[config.mk]
export PLATFORM = sky130hd
export DESIGN_NAME = gpu_top
export DESIGN_NICKNAME = d
export VERILOG_FILES = /design/src/rtl/gpu_pkg.sv /design/src/rtl/gpu_regs.sv /design/src/rtl/gpu_memcpy.sv /design/src/rtl/gpu_dma_reader.sv /design/src/rtl/gpu_fifo.sv /design/src/rtl/gpu_dma_writer.sv /design/src/rtl/gpu_top.sv
export SDC_FILE = /design/constraint.sdc
export NUM_CORES = 1
export LEC_CHECK = 0
export BUFFER_PORTS_ARGS = -buffer_cell sky130_fd_sc_hd__buf_2
export CAP_MARGIN = 20
export CORE_UTILIZATION = 45
export CTS_CLUSTER_DIAMETER = 50
export DETAILED_ROUTE_END_ITERATION = 10
export PLACE_DENSITY = 0.69
export SYNTH_ARGS = -nofsm -noshare
export SYNTH_HDL_FRONTEND = slang
export SYNTH_SLANG_ARGS = --single-unit
[constraint.sdc]
create_clock -name i_wire_clock -period 4.25 [get_ports i_wire_clock]
set_input_delay 0.425 -clock i_wire_clock [delete_from_list [all_inputs] [get_ports i_wire_clock]]
set_output_delay 0.425 -clock i_wire_clock [all_outputs]
set_load 0.03 [all_outputs]
[src/rtl/gpu_pkg.sv]
`default_nettype none

package gpu_pkg;

        //////////////////////////////////////////////////
        // widths and sizes
        //////////////////////////////////////////////////
        localparam int ADDR_W     = 32;
        localparam int DATA_W     = 32;
        localparam int LEN_W      = 16;
        localparam int FIFO_DEPTH = 8;
        localparam int WORD_BYTES = 4;

        // host register map, byte offsets
        typedef enum logic [7:0] {
                REG_SRC    = 8'h00,
                REG_DST    = 8'h04,
                REG_LEN    = 8'h08,
                REG_CTRL   = 8'h0C,
                REG_STATUS = 8'h10
        } reg_addr_e;

        typedef enum logic [1:0] {
                ST_IDLE,
                ST_RUN,
                ST_DONE
        } copy_state_e;

        //////////////////////////////////////////////////
        // port payloads
        //////////////////////////////////////////////////
        typedef struct packed {
                logic              wr;
                logic [7:0]        addr;
                logic [DATA_W-1:0] wdata;
        } reg_req_t;

        // base address and word count
        typedef struct packed {
                logic [ADDR_W-1:0] addr;
                logic [LEN_W-1:0]  len;
        } dma_cmd_t;

        typedef struct packed {
                logic [ADDR_W-1:0] addr;
        } mem_rd_req_t;

        typedef struct packed {
                logic [ADDR_W-1:0] addr;
                logic [DATA_W-1:0] data;
        } mem_wr_req_t;

endpackage

`default_nettype wire

[src/rtl/gpu_regs.sv]
`timescale 1ns/1ps
`default_nettype none

module gpu_regs
        import gpu_pkg::*;
(
        input  wire               i_wire_clock,
        input  wire               i_rst_n,
        // host port
        input  wire               i_reg_valid,
        input  wire reg_req_t     i_reg_req,
        output logic              o_reg_rsp_valid,
        output logic [DATA_W-1:0] o_reg_rdata,
        // sequencer side
        input  wire               i_busy,
        input  wire               i_done,
        output logic              o_start,
        output dma_cmd_t          o_src_cmd,
        output dma_cmd_t          o_dst_cmd
);

        logic [ADDR_W-1:0] src_q;
        logic [ADDR_W-1:0] dst_q;
        logic [LEN_W-1:0]  len_q;
        logic              wr_en;
        logic              rd_en;
        reg_addr_e         req_addr;
        logic [DATA_W-1:0] status;
        logic [DATA_W-1:0] rd_mux;

        assign wr_en    = i_reg_valid && i_reg_req.wr;
        assign rd_en    = i_reg_valid && !i_reg_req.wr;
        assign req_addr = reg_addr_e'(i_reg_req.addr);

        // start still in flight to the sequencer reads as busy
        assign status = {{(DATA_W-2){1'b0}}, i_done && !o_start, i_busy || o_start};

        //////////////////////////////////////////////////
        // register writes and start command
        //////////////////////////////////////////////////
        always_ff @(posedge i_wire_clock or negedge i_rst_n) begin
                if (!i_rst_n) begin
                        src_q           <= '0;
                        dst_q           <= '0;
                        len_q           <= '0;
                        o_start         <= 1'b0;
                        o_reg_rsp_valid <= 1'b0;
                end else begin
                        o_start         <= wr_en && (req_addr == REG_CTRL) && i_reg_req.wdata[0];
                        o_reg_rsp_valid <= rd_en;
                        if (wr_en) begin
                                case (req_addr)
                                        REG_SRC: src_q <= i_reg_req.wdata[ADDR_W-1:0];
                                        REG_DST: dst_q <= i_reg_req.wdata[ADDR_W-1:0];
                                        REG_LEN: len_q <= i_reg_req.wdata[LEN_W-1:0];
                                        default: ;
                                endcase
                        end
                end
        end

        //////////////////////////////////////////////////
        // readback, one cycle latency
        //////////////////////////////////////////////////
        always_comb begin
                case (req_addr)
                        REG_SRC:    rd_mux = src_q;
                        REG_DST:    rd_mux = dst_q;
                        REG_LEN:    rd_mux = DATA_W'(len_q);
                        REG_STATUS: rd_mux = status;
                        default:    rd_mux = '0;
                endcase
        end

        always_ff @(posedge i_wire_clock) begin
                if (rd_en) begin
                        o_reg_rdata <= rd_mux;
                end
        end

        assign o_src_cmd = '{addr: src_q, len: len_q};
        assign o_dst_cmd = '{addr: dst_q, len: len_q};

endmodule

`default_nettype wire

[src/rtl/gpu_memcpy.sv]
`timescale 1ns/1ps
`default_nettype none

module gpu_memcpy
        import gpu_pkg::*;
(
        input  wire      i_wire_clock,
        input  wire      i_rst_n,
        // from register file
        input  wire      i_start,
        input  wire      dma_cmd_t i_src_cmd,
        input  wire      dma_cmd_t i_dst_cmd,
        // reader and writer control
        input  wire      i_wr_done,
        output logic     o_rd_go,
        output logic     o_wr_go,
        output dma_cmd_t o_rd_cmd,
        output dma_cmd_t o_wr_cmd,
        // status
        output logic     o_busy,
        output logic     o_done
);

        copy_state_e state_q;
        logic        go_q;
        logic        can_start;
        dma_cmd_t    src_q;
        dma_cmd_t    dst_q;

        // starts only count from idle or after a finished copy
        assign can_start = i_start && (state_q == ST_IDLE || state_q == ST_DONE);

        always_ff @(posedge i_wire_clock or negedge i_rst_n) begin
                if (!i_rst_n) begin
                        state_q <= ST_IDLE;
                        go_q    <= 1'b0;
                end else begin
                        go_q <= 1'b0;
                        case (state_q)
                                ST_IDLE, ST_DONE: begin
                                        if (can_start && i_src_cmd.len == '0) begin
                                                state_q <= ST_DONE;
                                        end else if (can_start) begin
                                                state_q <= ST_RUN;
                                                go_q    <= 1'b1;
                                        end
                                end
                                ST_RUN: begin
                                        // last write accepted by memory
                                        if (i_wr_done) begin
                                                state_q <= ST_DONE;
                                        end
                                end
                                default: state_q <= ST_IDLE;
                        endcase
                end
        end

        // commands held for the whole copy
        always_ff @(posedge i_wire_clock) begin
                if (can_start) begin
                        src_q <= i_src_cmd;
                        dst_q <= i_dst_cmd;
                end
        end

        assign o_rd_go  = go_q;
        assign o_wr_go  = go_q;
        assign o_rd_cmd = src_q;
        assign o_wr_cmd = dst_q;
        assign o_busy   = (state_q == ST_RUN);
        assign o_done   = (state_q == ST_DONE);

endmodule

`default_nettype wire

[src/rtl/gpu_dma_reader.sv]
`timescale 1ns/1ps
`default_nettype none

module gpu_dma_reader
        import gpu_pkg::*;
(
        input  wire               i_wire_clock,
        input  wire               i_rst_n,
        input  wire               i_go,
        input  wire dma_cmd_t     i_cmd,
        // read request channel
        output logic              o_rd_valid,
        output mem_rd_req_t       o_rd_req,
        input  wire               i_rd_ready,
        // read response channel
        input  wire [DATA_W-1:0]  i_rd_data,
        input  wire               i_rd_resp_valid,
        output logic              o_rd_resp_ready,
        // fifo push side
        input  wire               i_fifo_full,
        output logic              o_push,
        output logic [DATA_W-1:0] o_push_data
);

        logic [ADDR_W-1:0] addr_q;
        logic [LEN_W-1:0]  left_q;
        logic              req_fire;

        assign req_fire = o_rd_valid && i_rd_ready;

        //////////////////////////////////////////////////
        // request issue
        //////////////////////////////////////////////////
        always_ff @(posedge i_wire_clock or negedge i_rst_n) begin
                if (!i_rst_n) begin
                        o_rd_valid <= 1'b0;
                        left_q     <= '0;
                end else if (i_go) begin
                        o_rd_valid <= (i_cmd.len != '0);
                        left_q     <= i_cmd.len;
                end else if (req_fire) begin
                        // drop valid after the last accepted request
                        o_rd_valid <= (left_q != LEN_W'(1));
                        left_q     <= left_q - 1'b1;
                end
        end

        always_ff @(posedge i_wire_clock) begin
                if (i_go) begin
                        addr_q <= i_cmd.addr;
                end else if (req_fire) begin
                        addr_q <= addr_q + ADDR_W'(WORD_BYTES);
                end
        end

        assign o_rd_req = '{addr: addr_q};

        //////////////////////////////////////////////////
        // responses into the fifo
        //////////////////////////////////////////////////
        // memory holds a response while the fifo is full
        assign o_rd_resp_ready = !i_fifo_full;
        assign o_push          = i_rd_resp_valid && !i_fifo_full;
        assign o_push_data     = i_rd_data;

endmodule

`default_nettype wire

[src/rtl/gpu_fifo.sv]
`timescale 1ns/1ps
`default_nettype none

module gpu_fifo
        import gpu_pkg::*;
#(
        parameter int DEPTH = FIFO_DEPTH
) (
        input  wire               i_wire_clock,
        input  wire               i_rst_n,
        input  wire               i_push,
        input  wire [DATA_W-1:0]  i_push_data,
        input  wire               i_pop,
        output logic              o_full,
        output logic              o_pop_valid,
        output logic [DATA_W-1:0] o_pop_data
);

        localparam int PTR_W = $clog2(DEPTH);

        logic [DATA_W-1:0] mem [DEPTH];
        logic [PTR_W-1:0]  wr_ptr_q;
        logic [PTR_W-1:0]  rd_ptr_q;
        logic [PTR_W:0]    count_q;

        function automatic logic [PTR_W-1:0] next_ptr(input logic [PTR_W-1:0] ptr);
                return (ptr == PTR_W'(DEPTH - 1)) ? '0 : ptr + 1'b1;
        endfunction

        always_ff @(posedge i_wire_clock) begin
                if (i_push) begin
                        mem[wr_ptr_q] <= i_push_data;
                end
        end

        always_ff @(posedge i_wire_clock or negedge i_rst_n) begin
                if (!i_rst_n) begin
                        wr_ptr_q <= '0;
                        rd_ptr_q <= '0;
                        count_q  <= '0;
                end else begin
                        if (i_push) wr_ptr_q <= next_ptr(wr_ptr_q);
                        if (i_pop) rd_ptr_q <= next_ptr(rd_ptr_q);
                        case ({i_push, i_pop})
                                2'b10:   count_q <= count_q + 1'b1;
                                2'b01:   count_q <= count_q - 1'b1;
                                default: ;
                        endcase
                end
        end

        // head word visible as soon as it is stored
        assign o_full      = (count_q == (PTR_W + 1)'(DEPTH));
        assign o_pop_valid = (count_q != '0);
        assign o_pop_data  = mem[rd_ptr_q];

endmodule

`default_nettype wire

[src/rtl/gpu_dma_writer.sv]
`timescale 1ns/1ps
`default_nettype none

module gpu_dma_writer
        import gpu_pkg::*;
(
        input  wire              i_wire_clock,
        input  wire              i_rst_n,
        input  wire              i_go,
        input  wire dma_cmd_t    i_cmd,
        // fifo pop side
        input  wire              i_pop_valid,
        input  wire [DATA_W-1:0] i_pop_data,
        output logic             o_pop,
        // write request channel
        output logic             o_wr_valid,
        output mem_wr_req_t      o_wr_req,
        input  wire              i_wr_ready,
        output logic             o_done
);

        logic [ADDR_W-1:0] addr_q;
        logic [LEN_W-1:0]  left_q;
        logic              wr_fire;

        // fifo head stays put until popped, so valid and payload hold
        assign o_wr_valid = (left_q != '0) && i_pop_valid;
        assign wr_fire    = o_wr_valid && i_wr_ready;
        assign o_pop      = wr_fire;
        assign o_wr_req   = '{addr: addr_q, data: i_pop_data};

        //////////////////////////////////////////////////
        // word count and completion
        //////////////////////////////////////////////////
        always_ff @(posedge i_wire_clock or negedge i_rst_n) begin
                if (!i_rst_n) begin
                        left_q <= '0;
                        o_done <= 1'b0;
                end else begin
                        o_done <= wr_fire && (left_q == LEN_W'(1));
                        if (i_go) begin
                                left_q <= i_cmd.len;
                        end else if (wr_fire) begin
                                left_q <= left_q - 1'b1;
                        end
                end
        end

        // destination address walk
        always_ff @(posedge i_wire_clock) begin
                if (i_go) begin
                        addr_q <= i_cmd.addr;
                end else if (wr_fire) begin
                        addr_q <= addr_q + ADDR_W'(WORD_BYTES);
                end
        end

endmodule

`default_nettype wire

[src/rtl/gpu_top.sv]
`timescale 1ns/1ps
`default_nettype none

module gpu_top
        import gpu_pkg::*;
(
        input  wire               i_wire_clock,
        input  wire               i_rst_n,
        // host register port
        input  wire               i_reg_valid,
        input  wire reg_req_t     i_reg_req,
        output logic              o_reg_rsp_valid,
        output logic [DATA_W-1:0] o_reg_rdata,
        // memory read port
        output logic              o_rd_valid,
        output mem_rd_req_t       o_rd_req,
        input  wire               i_rd_ready,
        input  wire [DATA_W-1:0]  i_rd_data,
        input  wire               i_rd_resp_valid,
        output logic              o_rd_resp_ready,
        // memory write port
        output logic              o_wr_valid,
        output mem_wr_req_t       o_wr_req,
        input  wire               i_wr_ready
);

        logic              start_pulse;
        dma_cmd_t          src_cmd;
        dma_cmd_t          dst_cmd;
        logic              busy;
        logic              done;
        logic              rd_go;
        logic              wr_go;
        dma_cmd_t          rd_cmd;
        dma_cmd_t          wr_cmd;
        logic              wr_done;
        logic              fifo_full;
        logic              push;
        logic [DATA_W-1:0] push_data;
        logic              pop;
        logic              pop_valid;
        logic [DATA_W-1:0] pop_data;

        //////////////////////////////////////////////////
        // control path
        //////////////////////////////////////////////////
        gpu_regs regs_i (
                .i_wire_clock(i_wire_clock), .i_rst_n(i_rst_n),
                .i_reg_valid(i_reg_valid), .i_reg_req(i_reg_req),
                .o_reg_rsp_valid(o_reg_rsp_valid), .o_reg_rdata(o_reg_rdata),
                .i_busy(busy), .i_done(done), .o_start(start_pulse),
                .o_src_cmd(src_cmd), .o_dst_cmd(dst_cmd)
        );

        gpu_memcpy memcpy_i (
                .i_wire_clock(i_wire_clock), .i_rst_n(i_rst_n),
                .i_start(start_pulse), .i_src_cmd(src_cmd), .i_dst_cmd(dst_cmd),
                .i_wr_done(wr_done), .o_rd_go(rd_go), .o_wr_go(wr_go),
                .o_rd_cmd(rd_cmd), .o_wr_cmd(wr_cmd), .o_busy(busy), .o_done(done)
        );

        //////////////////////////////////////////////////
        // data path, reader to fifo to writer
        //////////////////////////////////////////////////
        gpu_dma_reader reader_i (
                .i_wire_clock(i_wire_clock), .i_rst_n(i_rst_n),
                .i_go(rd_go), .i_cmd(rd_cmd),
                .o_rd_valid(o_rd_valid), .o_rd_req(o_rd_req), .i_rd_ready(i_rd_ready),
                .i_rd_data(i_rd_data), .i_rd_resp_valid(i_rd_resp_valid),
                .o_rd_resp_ready(o_rd_resp_ready), .i_fifo_full(fifo_full),
                .o_push(push), .o_push_data(push_data)
        );

        gpu_fifo #(.DEPTH(FIFO_DEPTH)) fifo_i (
                .i_wire_clock(i_wire_clock), .i_rst_n(i_rst_n),
                .i_push(push), .i_push_data(push_data), .i_pop(pop),
                .o_full(fifo_full), .o_pop_valid(pop_valid), .o_pop_data(pop_data)
        );

        gpu_dma_writer writer_i (
                .i_wire_clock(i_wire_clock), .i_rst_n(i_rst_n),
                .i_go(wr_go), .i_cmd(wr_cmd),
                .i_pop_valid(pop_valid), .i_pop_data(pop_data), .o_pop(pop),
                .o_wr_valid(o_wr_valid), .o_wr_req(o_wr_req), .i_wr_ready(i_wr_ready),
                .o_done(wr_done)
        );

endmodule

`default_nettype wire

==> summary.txt, run 1 <==
STA
  – Fin crit share: 80.12%
  – Tightest Pin Transition: 1.061 ns
  – Worst clock skew: 0.03083 ns
  – Final number of hold-violating endpoints: 0
  – Number of endpoints failing setup at the final stage: 0
  – Final sum of negative setup slack: 0 ns
  – RSZ-0062 raised after global routing: false
  – Min Tclk post-route: 3.405 ns
  – Achievable Freq: 293.7 MHz
  – Worst-case headroom to the max-slew limit: 29.12%
  – Fin. max-slew vios: 0

Clock network
  – H-tree depth: 2
  – Maximum number of buffers from clock root to sink: 3
  – Post-CTS Resized: 0
  – Register clock-pin slew on the reported worst setup and hold paths: 0.06 ns
  – TritonCTS clock tree: built
  – Post-cts hold buffer count: 0
  – Root buf cell: clkbuf_16
  – Clock latency at the later pin of the worst-skew pair: 0.60 ns
  – Total number of clock tree sinks: 561
  – Inserted Clock Buffers: 58
  – Setup Buffers After CTS: 0

Global routing
  – Via count of the first global-routing pass: 13970
  – First-pass GRT wire length: 81.36 mm
  – Total global routing track utilization: 19.78%
  – Maximum number of pins on one net before global-route repair: 74
  – Global route overflow: 0
  – Initial antenna violation count: 2

Critical path
  – Slowest stage cell, crit path: nor4_1
  – Required time of the critical path: 4.77 ns
  – CP delay by family, top: simple AND/OR/NAND/NOR gates
  – Setup slack of the most critical reg-to-reg path: 0.84 ns
  – Maximum fanout along the worst path: 10
  – Peak per-stage delay on the critical path: 0.61 ns
  – Crit Reg-Reg Endpoint: fifo_i.count_q[3]
  – FF-to-FF Start: writer_i.left_q[10]
  – Worst setup startpoint: writer_i.left_q[10]
  – Crit-path most repeated cell: ha_1
  – Critical path start-end classification: flop to flop
  – CP Launch Type: flop
  – CP Buf/Inv Count: 1
  – Worst path arrival time: 3.92 ns
  – Critical Path End Type: flop
  – Cells traversed along the worst timing path: nor4_1, nand2_1, o21ai_1, inv_1, ha_1, ha_1, a21o_1, a21oi_1, mux2i_1, xnor2_1
  – Number of cells on the worst reg-to-reg path: 10

Final layout
  – Fillers: 4138
  – Multi-input gate area in the final layout: 6883 sq um
  – Fraction of final layout cells sized beyond drive strength 1: 30.41%
  – Sequential cell area: 16210 sq um
  – Post-route standard cell area excluding fillers: 27390 sq um
  – Syn-to-layout area delta: 16.78%
  – # nets final: 1788

Detailed routing
  – Count of unresolved DRC violations after routing: 0
  – Routed wire per std cell: 21.54 microns
  – Via count: 13990
  – Detailed router's first-iteration violation count: 971
  – Overall routed net length: 52.23 mm
  – Antenna Nets Post-Route: 0
  – Detail-routed via count per cell: 5.769
  – Number of optimization iterations in the first detailed-route pass: 5

Synth
  – Post-synthesis average cell area: 15.86 sq um
  – #FFs+latches synth: 561
  – Number of enable-type register cells in the synthesized netlist: 432
  – Post-synth top cells: edfxtp_1, dfrtp_1, mux2_2, nor2_1, nand2_1
  – Commonest register cell after synthesis: edfxtp_1
  – Leading post-synthesis cells by cell area: edfxtp_1, dfrtp_1, mux4_2, mux2_2, mux2_4
  – Cell taking the most area after synthesis: edfxtp_1
  – Seq/Total Area, Yosys: 69.07%
  – Top cell type's share of synthesized area: 55.31%
  – FFs w/ async S/R, synth: 22.99%
  – Count of warnings emitted by yosys: 0
  – Synthesized area: 23450 sq um
  – Post-synth net total: 1572
  – Cell with the most instances after synthesis: edfxtp_1
  – Cell count after synthesis: 1479
  – Cell variety after synth: 65

Worst hold path
  – Hold path startpoint: i_reg_req[22]
  – Hold path depth: 2
  – Kind of path behind the tightest hold check: primary input to flop
  – Endpoint of the worst hold path: regs_i.src_q[22]

Floorplan
  – Starting density of the core: 45.63%
  – Height of the die: 230.3 microns
  – Floorplan die area: 53040 sq um
  – Number of placed I/O pins: 211
  – Chip Width: 230.3 microns
  – Std-Cell Core Area: 51410 sq um
  – Standard-cell row count: 83

Placed design
  – Global placer's final weighted congestion: 0.8580
  – Estimated wirelength of the detail-placed design: 33.53 mm
  – Standard cell area after detailed placement: 25310 sq um
  – PortBufs: 210

Power
  – Max VDD drop: 0.0003067 V
  – Leak Pwr: 9.934 nW
  – Power density relative to cell area: 583.4 nW/um^2

Status
  – Run status: completed

Flow run
  – Count of max-cap constraint violations: 0
-- cell usage in the layout (no fill, tap or decap), types with 26 or more instances in the layout --
cell type and count:
nand2_1 75, buf_2 209, or4_1 32, inv_1 26, o21ai_0 44, mux2_2 90, nor4_1 26, nand3_1 30
mux4_2 64, clkbuf_16 59, mux2_4 30, a31oi_1 29, dfrtp_1 126, nor2_1 84, nand4_1 26, edfxtp_1 432
-- worst max-delay path by stage --
stage | endpoint | slack [ns] | cells past startpoint
2_1_floorplan | fifo_i.mem[2][0] | 0.47 | 4
3_3_place_gp | fifo_i.count_q[3] | 1.05 | 10
3_5_place_dp | fifo_i.count_q[3] | 0.85 | 10
4_1_cts | fifo_i.count_q[3] | 0.86 | 10
5_1_grt | fifo_i.count_q[3] | 0.61 | 10
6_report | fifo_i.count_q[3] | 0.84 | 10
-- final cells by class --
type	count	area share [%]
inverters	27	0.3700
flip-flops and latches	561	59.18
well taps	680	3.106
repair buffers	235	4.842
multi-input cells	812	25.13
diodes	2	0.01827
clock buffers	69	5.527
clock inverters	39	1.832
-- logic make-up (layout without fill, tap and decap cells) --
logic type | count (synthesis) | count (layout) | share of synthesized area (%)
AO/OA/AOI/OAI | 187 | 187 | 5.463
XOR/XNOR | 37 | 37 | 1.382
adder cells (fa/ha/maj) | 14 | 14 | 0.7789
buffers and inverters | 106 | 370 | 1.878
flip-flops | 561 | 561 | 69.07
multiplexers | 205 | 205 | 13.28
other | 0 | 2 | 0
AND/OR/NAND/NOR | 369 | 369 | 8.146
-- per-stage QoR --
stage	util, %	worst slack (ns)	total power, mW	hold slack, ns	instances
floorplan	-	0.4684	9.695	0.1294	1479
global placement	49.24	1.055	10.73	0.4506	2312
detailed placement	49.24	0.8505	10.84	0.4580	2312
CTS	53.16	0.8637	16.14	0.01212	2420
global route	53.27	0.6074	16.63	0.04688	2423
finish	53.28	0.8449	15.98	0.06982	2425
-- layer usage --
| metal | vias up | track usage [%] | share of wire, % |
|---|---|---|---|
| met5 | - | 0 | 0.025 |
| met4 | 2 | 5.401 | 2.4 |
| met3 | 93 | 3.472 | 6.3 |
| met2 | 480 | 32.22 | 48 |
| met1 | 7135 | 27.38 | 43 |
| li1 | 6280 | - | - |
-- where the power goes --
| group | internal, mW | switching (mW) |
|---|---|---|
| Clock | 3.18 | 2.12 |
| Sequential | 6.56 | 0.474 |
| Combinational | 1.51 | 2.14 |
-- flip-flops by register name (all words and copies together) (netlist names), 32 cells and up --
name                cells
fifo_i.mem            256
memcpy_i.o_rd_cmd      48
memcpy_i.o_wr_cmd      32
reader_i.o_rd_req      32
regs_i.dst_q           32
regs_i.o_reg_rdata     32
regs_i.src_q           32
writer_i.addr_q        32
No activity file was read; power rests on OpenSTA's default activity.
==> inputs of run 2 (changes only) <==
==> constraint.sdc (replaced) <==
create_clock -name i_wire_clock -period 3.1 [get_ports i_wire_clock]
set_input_delay 0.31 -clock i_wire_clock [delete_from_list [all_inputs] [get_ports i_wire_clock]]
set_output_delay 0.31 -clock i_wire_clock [all_outputs]
set_load 0.03 [all_outputs]
==> summary.txt, run 2 (same netlist as run 1, synthesis figures left out) <==
Status
  – Run status: completed

Worst hold path
  – Kind of path behind the tightest hold check: primary input to flop
  – Hold path depth: 3 (+1)

Flow run
  – Count of max-cap constraint violations: 0 (unchanged)

STA
  – Achievable Freq: 338.1 MHz (+15%)
  – Min Tclk post-route: 2.958 ns (-0.4472 ns)
  – Final sum of negative setup slack: 0 ns (unchanged)
  – Number of endpoints failing setup at the final stage: 0 (unchanged)
  – Worst-case headroom to the max-slew limit: 31.06% (+1.9 points)
  – Worst clock skew: 0.04271 ns (+0.01187 ns)
  – RSZ-0062 raised after global routing: false
  – Minimum setup slack in the final design: 0.1422 ns (-0.7028 ns)
  – Fin. max-slew vios: 0 (unchanged)
  – Tightest Pin Transition: 1.032 ns (-0.02904 ns)
  – Final number of hold-violating endpoints: 0 (unchanged)
  – Fin crit share: 95.41% (+15 points)

Floorplan
  – Number of placed I/O pins: 211 (unchanged)
  – Floorplan die area: 53040 sq um (unchanged)
  – Chip Width: 230.3 microns (unchanged)
  – Std-Cell Core Area: 51410 sq um (unchanged)
  – Starting density of the core: 45.63% (unchanged)
  – Standard-cell row count: 83 (unchanged)
  – Height of the die: 230.3 microns (unchanged)

Power
  – Power density relative to cell area: 768.5 nW/um^2 (+32%)
  – Net load switching power: 6.624 mW (+40%)
  – Max VDD drop: 0.0004528 V (+48%)
  – Leak Pwr: 10.25 nW (+3.1%)
  – Power share of the sequential group: 44.5% (+0.5 points)
  – Logic pwr share: 24.5% (+1.7 points)
  – Internal power of the cells: 14.97 mW (+33%)
  – Net Sw Frac: 30.67% (+1.1 points)
  – Part of the total power dissipated in the clock network: 31.0% (-2.2 points)
  – Final Total Pwr: 21.60 mW (+35%)

Global routing
  – Via count of the first global-routing pass: 14301 (+2.4%)
  – Global route overflow: 0 (unchanged)
  – Total global routing track utilization: 20.00% (+0.23 points)
  – First-pass GRT wire length: 82.53 mm (+1.4%)
  – Maximum number of pins on one net before global-route repair: 76 (+2.7%)
  – Initial antenna violation count: 0 (-2)

Final layout
  – Post-route standard cell area excluding fillers: 28100 sq um (+2.6%)
  – Fillers: 4028 (-2.7%)
  – Max FFs per register: 256 (unchanged)
  – Most frequent cells in the layout: edfxtp_1, buf_2, dfrtp_1, mux2_2, nor2_1
  – Syn-to-layout area delta: 19.81%
  – Antenna Diode Count: 0 (-2)
  – Multi-input gate area in the final layout: 6890 sq um (+0.11%)
  – Fraction of final layout cells sized beyond drive strength 1: 30.66% (+0.25 points)
  – Largest reg by FF count: fifo_i.mem
  – Sequential cell area: 16210 sq um (unchanged)
  – Final core utilization: 54.66% (+1.4 points)
  – # nets final: 1875 (+4.9%)
  – Most frequent standard cell in the layout excluding fill and tap cells: edfxtp_1

Detailed routing
  – Overall routed net length: 53.47 mm (+2.4%)
  – Routed wire per std cell: 21.30 microns (-1.1%)
  – Total length of routed met2 wires: 26.61 mm (+5.4%)
  – Via count: 14265 (+2.0%)
  – Antenna Nets Post-Route: 0 (unchanged)
  – Detail-routed via count per cell: 5.683 (-1.5%)
  – Met3 routed WL: 3.513 mm (+7.4%)
  – Count of unresolved DRC violations after routing: 0 (unchanged)
  – Detailed router's first-iteration violation count: 1261 (+30%)
  – Number of optimization iterations in the first detailed-route pass: 8 (+3)
  – Topmost layer with routed signal wires: met4
  – WL met1: 22.54 mm (+0.34%)

Critical path
  – Slowest stage cell, crit path: or4_1
  – Required time of the critical path: 3.61 ns (-1.16 ns)
  – Cells traversed along the worst timing path: or4_1, or3_1, o21ai_2, inv_1, ha_1, ha_1, a21o_1, a21oi_2, mux2i_1, xnor2_1
  – Critical path start-end classification: flop to flop
  – CP Launch Type: flop
  – Number of cells on the worst reg-to-reg path: 10 (unchanged)
  – Crit-path most repeated cell: ha_1
  – Critical Path End Type: flop
  – Maximum fanout along the worst path: 4 (-6)
  – Peak per-stage delay on the critical path: 0.52 ns (-0.09 ns)
  – Worst path arrival time: 3.47 ns (-0.45 ns)

Clock network
  – Clock latency at the later pin of the worst-skew pair: 0.62 ns (+0.02 ns)
  – Inserted Clock Buffers: 56 (-3.4%)
  – Register clock-pin slew on the reported worst setup and hold paths: 0.07 ns (about the same)
  – Total number of clock tree sinks: 561 (unchanged)
  – TritonCTS clock tree: built
  – Maximum number of buffers from clock root to sink: 3 (unchanged)
  – H-tree depth: 2 (unchanged)
  – Root buf cell: clkbuf_16

Placed design
  – Estimated wirelength of the detail-placed design: 34.34 mm (+2.4%)
  – Place WS: 0.1788 ns (-0.6717 ns)
  – Standard cell area after detailed placement: 25540 sq um (+0.89%)
  – Global placer's final weighted congestion: 0.8666 (+1.0%)
  – PortBufs: 210 (unchanged)
[run 2: final timing paths]
| path | slack [ns] | start | end |
|---|---|---|---|
| worst max-delay path | 0.14 | writer_i.left_q[6] | fifo_i.count_q[3] |
| worst min-delay path | 0.16 | i_reg_req[34] | regs_i.o_start |
| worst max register to register | 0.14 | writer_i.left_q[6] | fifo_i.count_q[3] |
| worst min register to register | 0.46 | regs_i.dst_q[1] | memcpy_i.o_wr_cmd[17] |
| max in group asynchronous | 2.03 | i_rst_n | fifo_i.rd_ptr_q[0] |
| min in group asynchronous | 0.26 | i_rst_n | regs_i.dst_q[28] |
[run 2: worst max-delay path, delay by kind of cell (launching register included)]
family	cells	cell delay [ns]
multiplexers	1	0.23
adder cells (fa/ha/maj)	2	0.56
AND/OR/NAND/NOR	2	0.93
buffers and inverters	1	0.08
XOR/XNOR	1	0.13
AO/OA/AOI/OAI	3	0.51
flip-flops	1	0.41
[run 2: power groups by stage]
stage	sequential [mW]	clock, mW	combinational [mW]
after global routing	9.70	7.09	5.67
after detailed placement	9.79	0	5.18
after floorplan	9.75	0	3.54
after global placement	9.72	0	5.10
final	9.61	6.69	5.30
after CTS	9.65	6.82	5.27
[run 2: per-stage QoR]
| step | instances | hold WS, ns |
|---|---|---|
| 2_1_floorplan | 1479 | 0.01441 |
| 3_3_place_gp | 2336 | 0.3907 |
| 3_5_place_dp | 2336 | 0.3890 |
| 4_1_cts | 2509 | 0.1240 |
| 5_1_grt | 2510 | 0.1805 |
| 6_report | 2510 | 0.1567 |
[run 2: layout make-up]
| class | count | area share, % |
|---|---|---|
| clock inverters | 42 | 1.385 |
| inverters | 27 | 0.3607 |
| multi-input cells | 812 | 24.52 |
| flip-flops and latches | 561 | 57.68 |
| repair buffers | 324 | 7.788 |
| well taps | 680 | 3.028 |
| clock buffers | 64 | 5.236 |
[run 2: layer usage]
metal,vias up,GRT usage [%]
li1,6443,-
met4,0,4.512
met5,-,0
met2,497,33.50
met3,62,4.005
met1,7263,26.94
[run 2: timing repair]
action / in CTS / in global routing
buffers inserted: 0 / 1
endpoints found under the setup margin: 0 / 8
hold buffers: 67 / 0
gates resized for setup: 0 / 1
hold endpoints to repair: 410 / 0
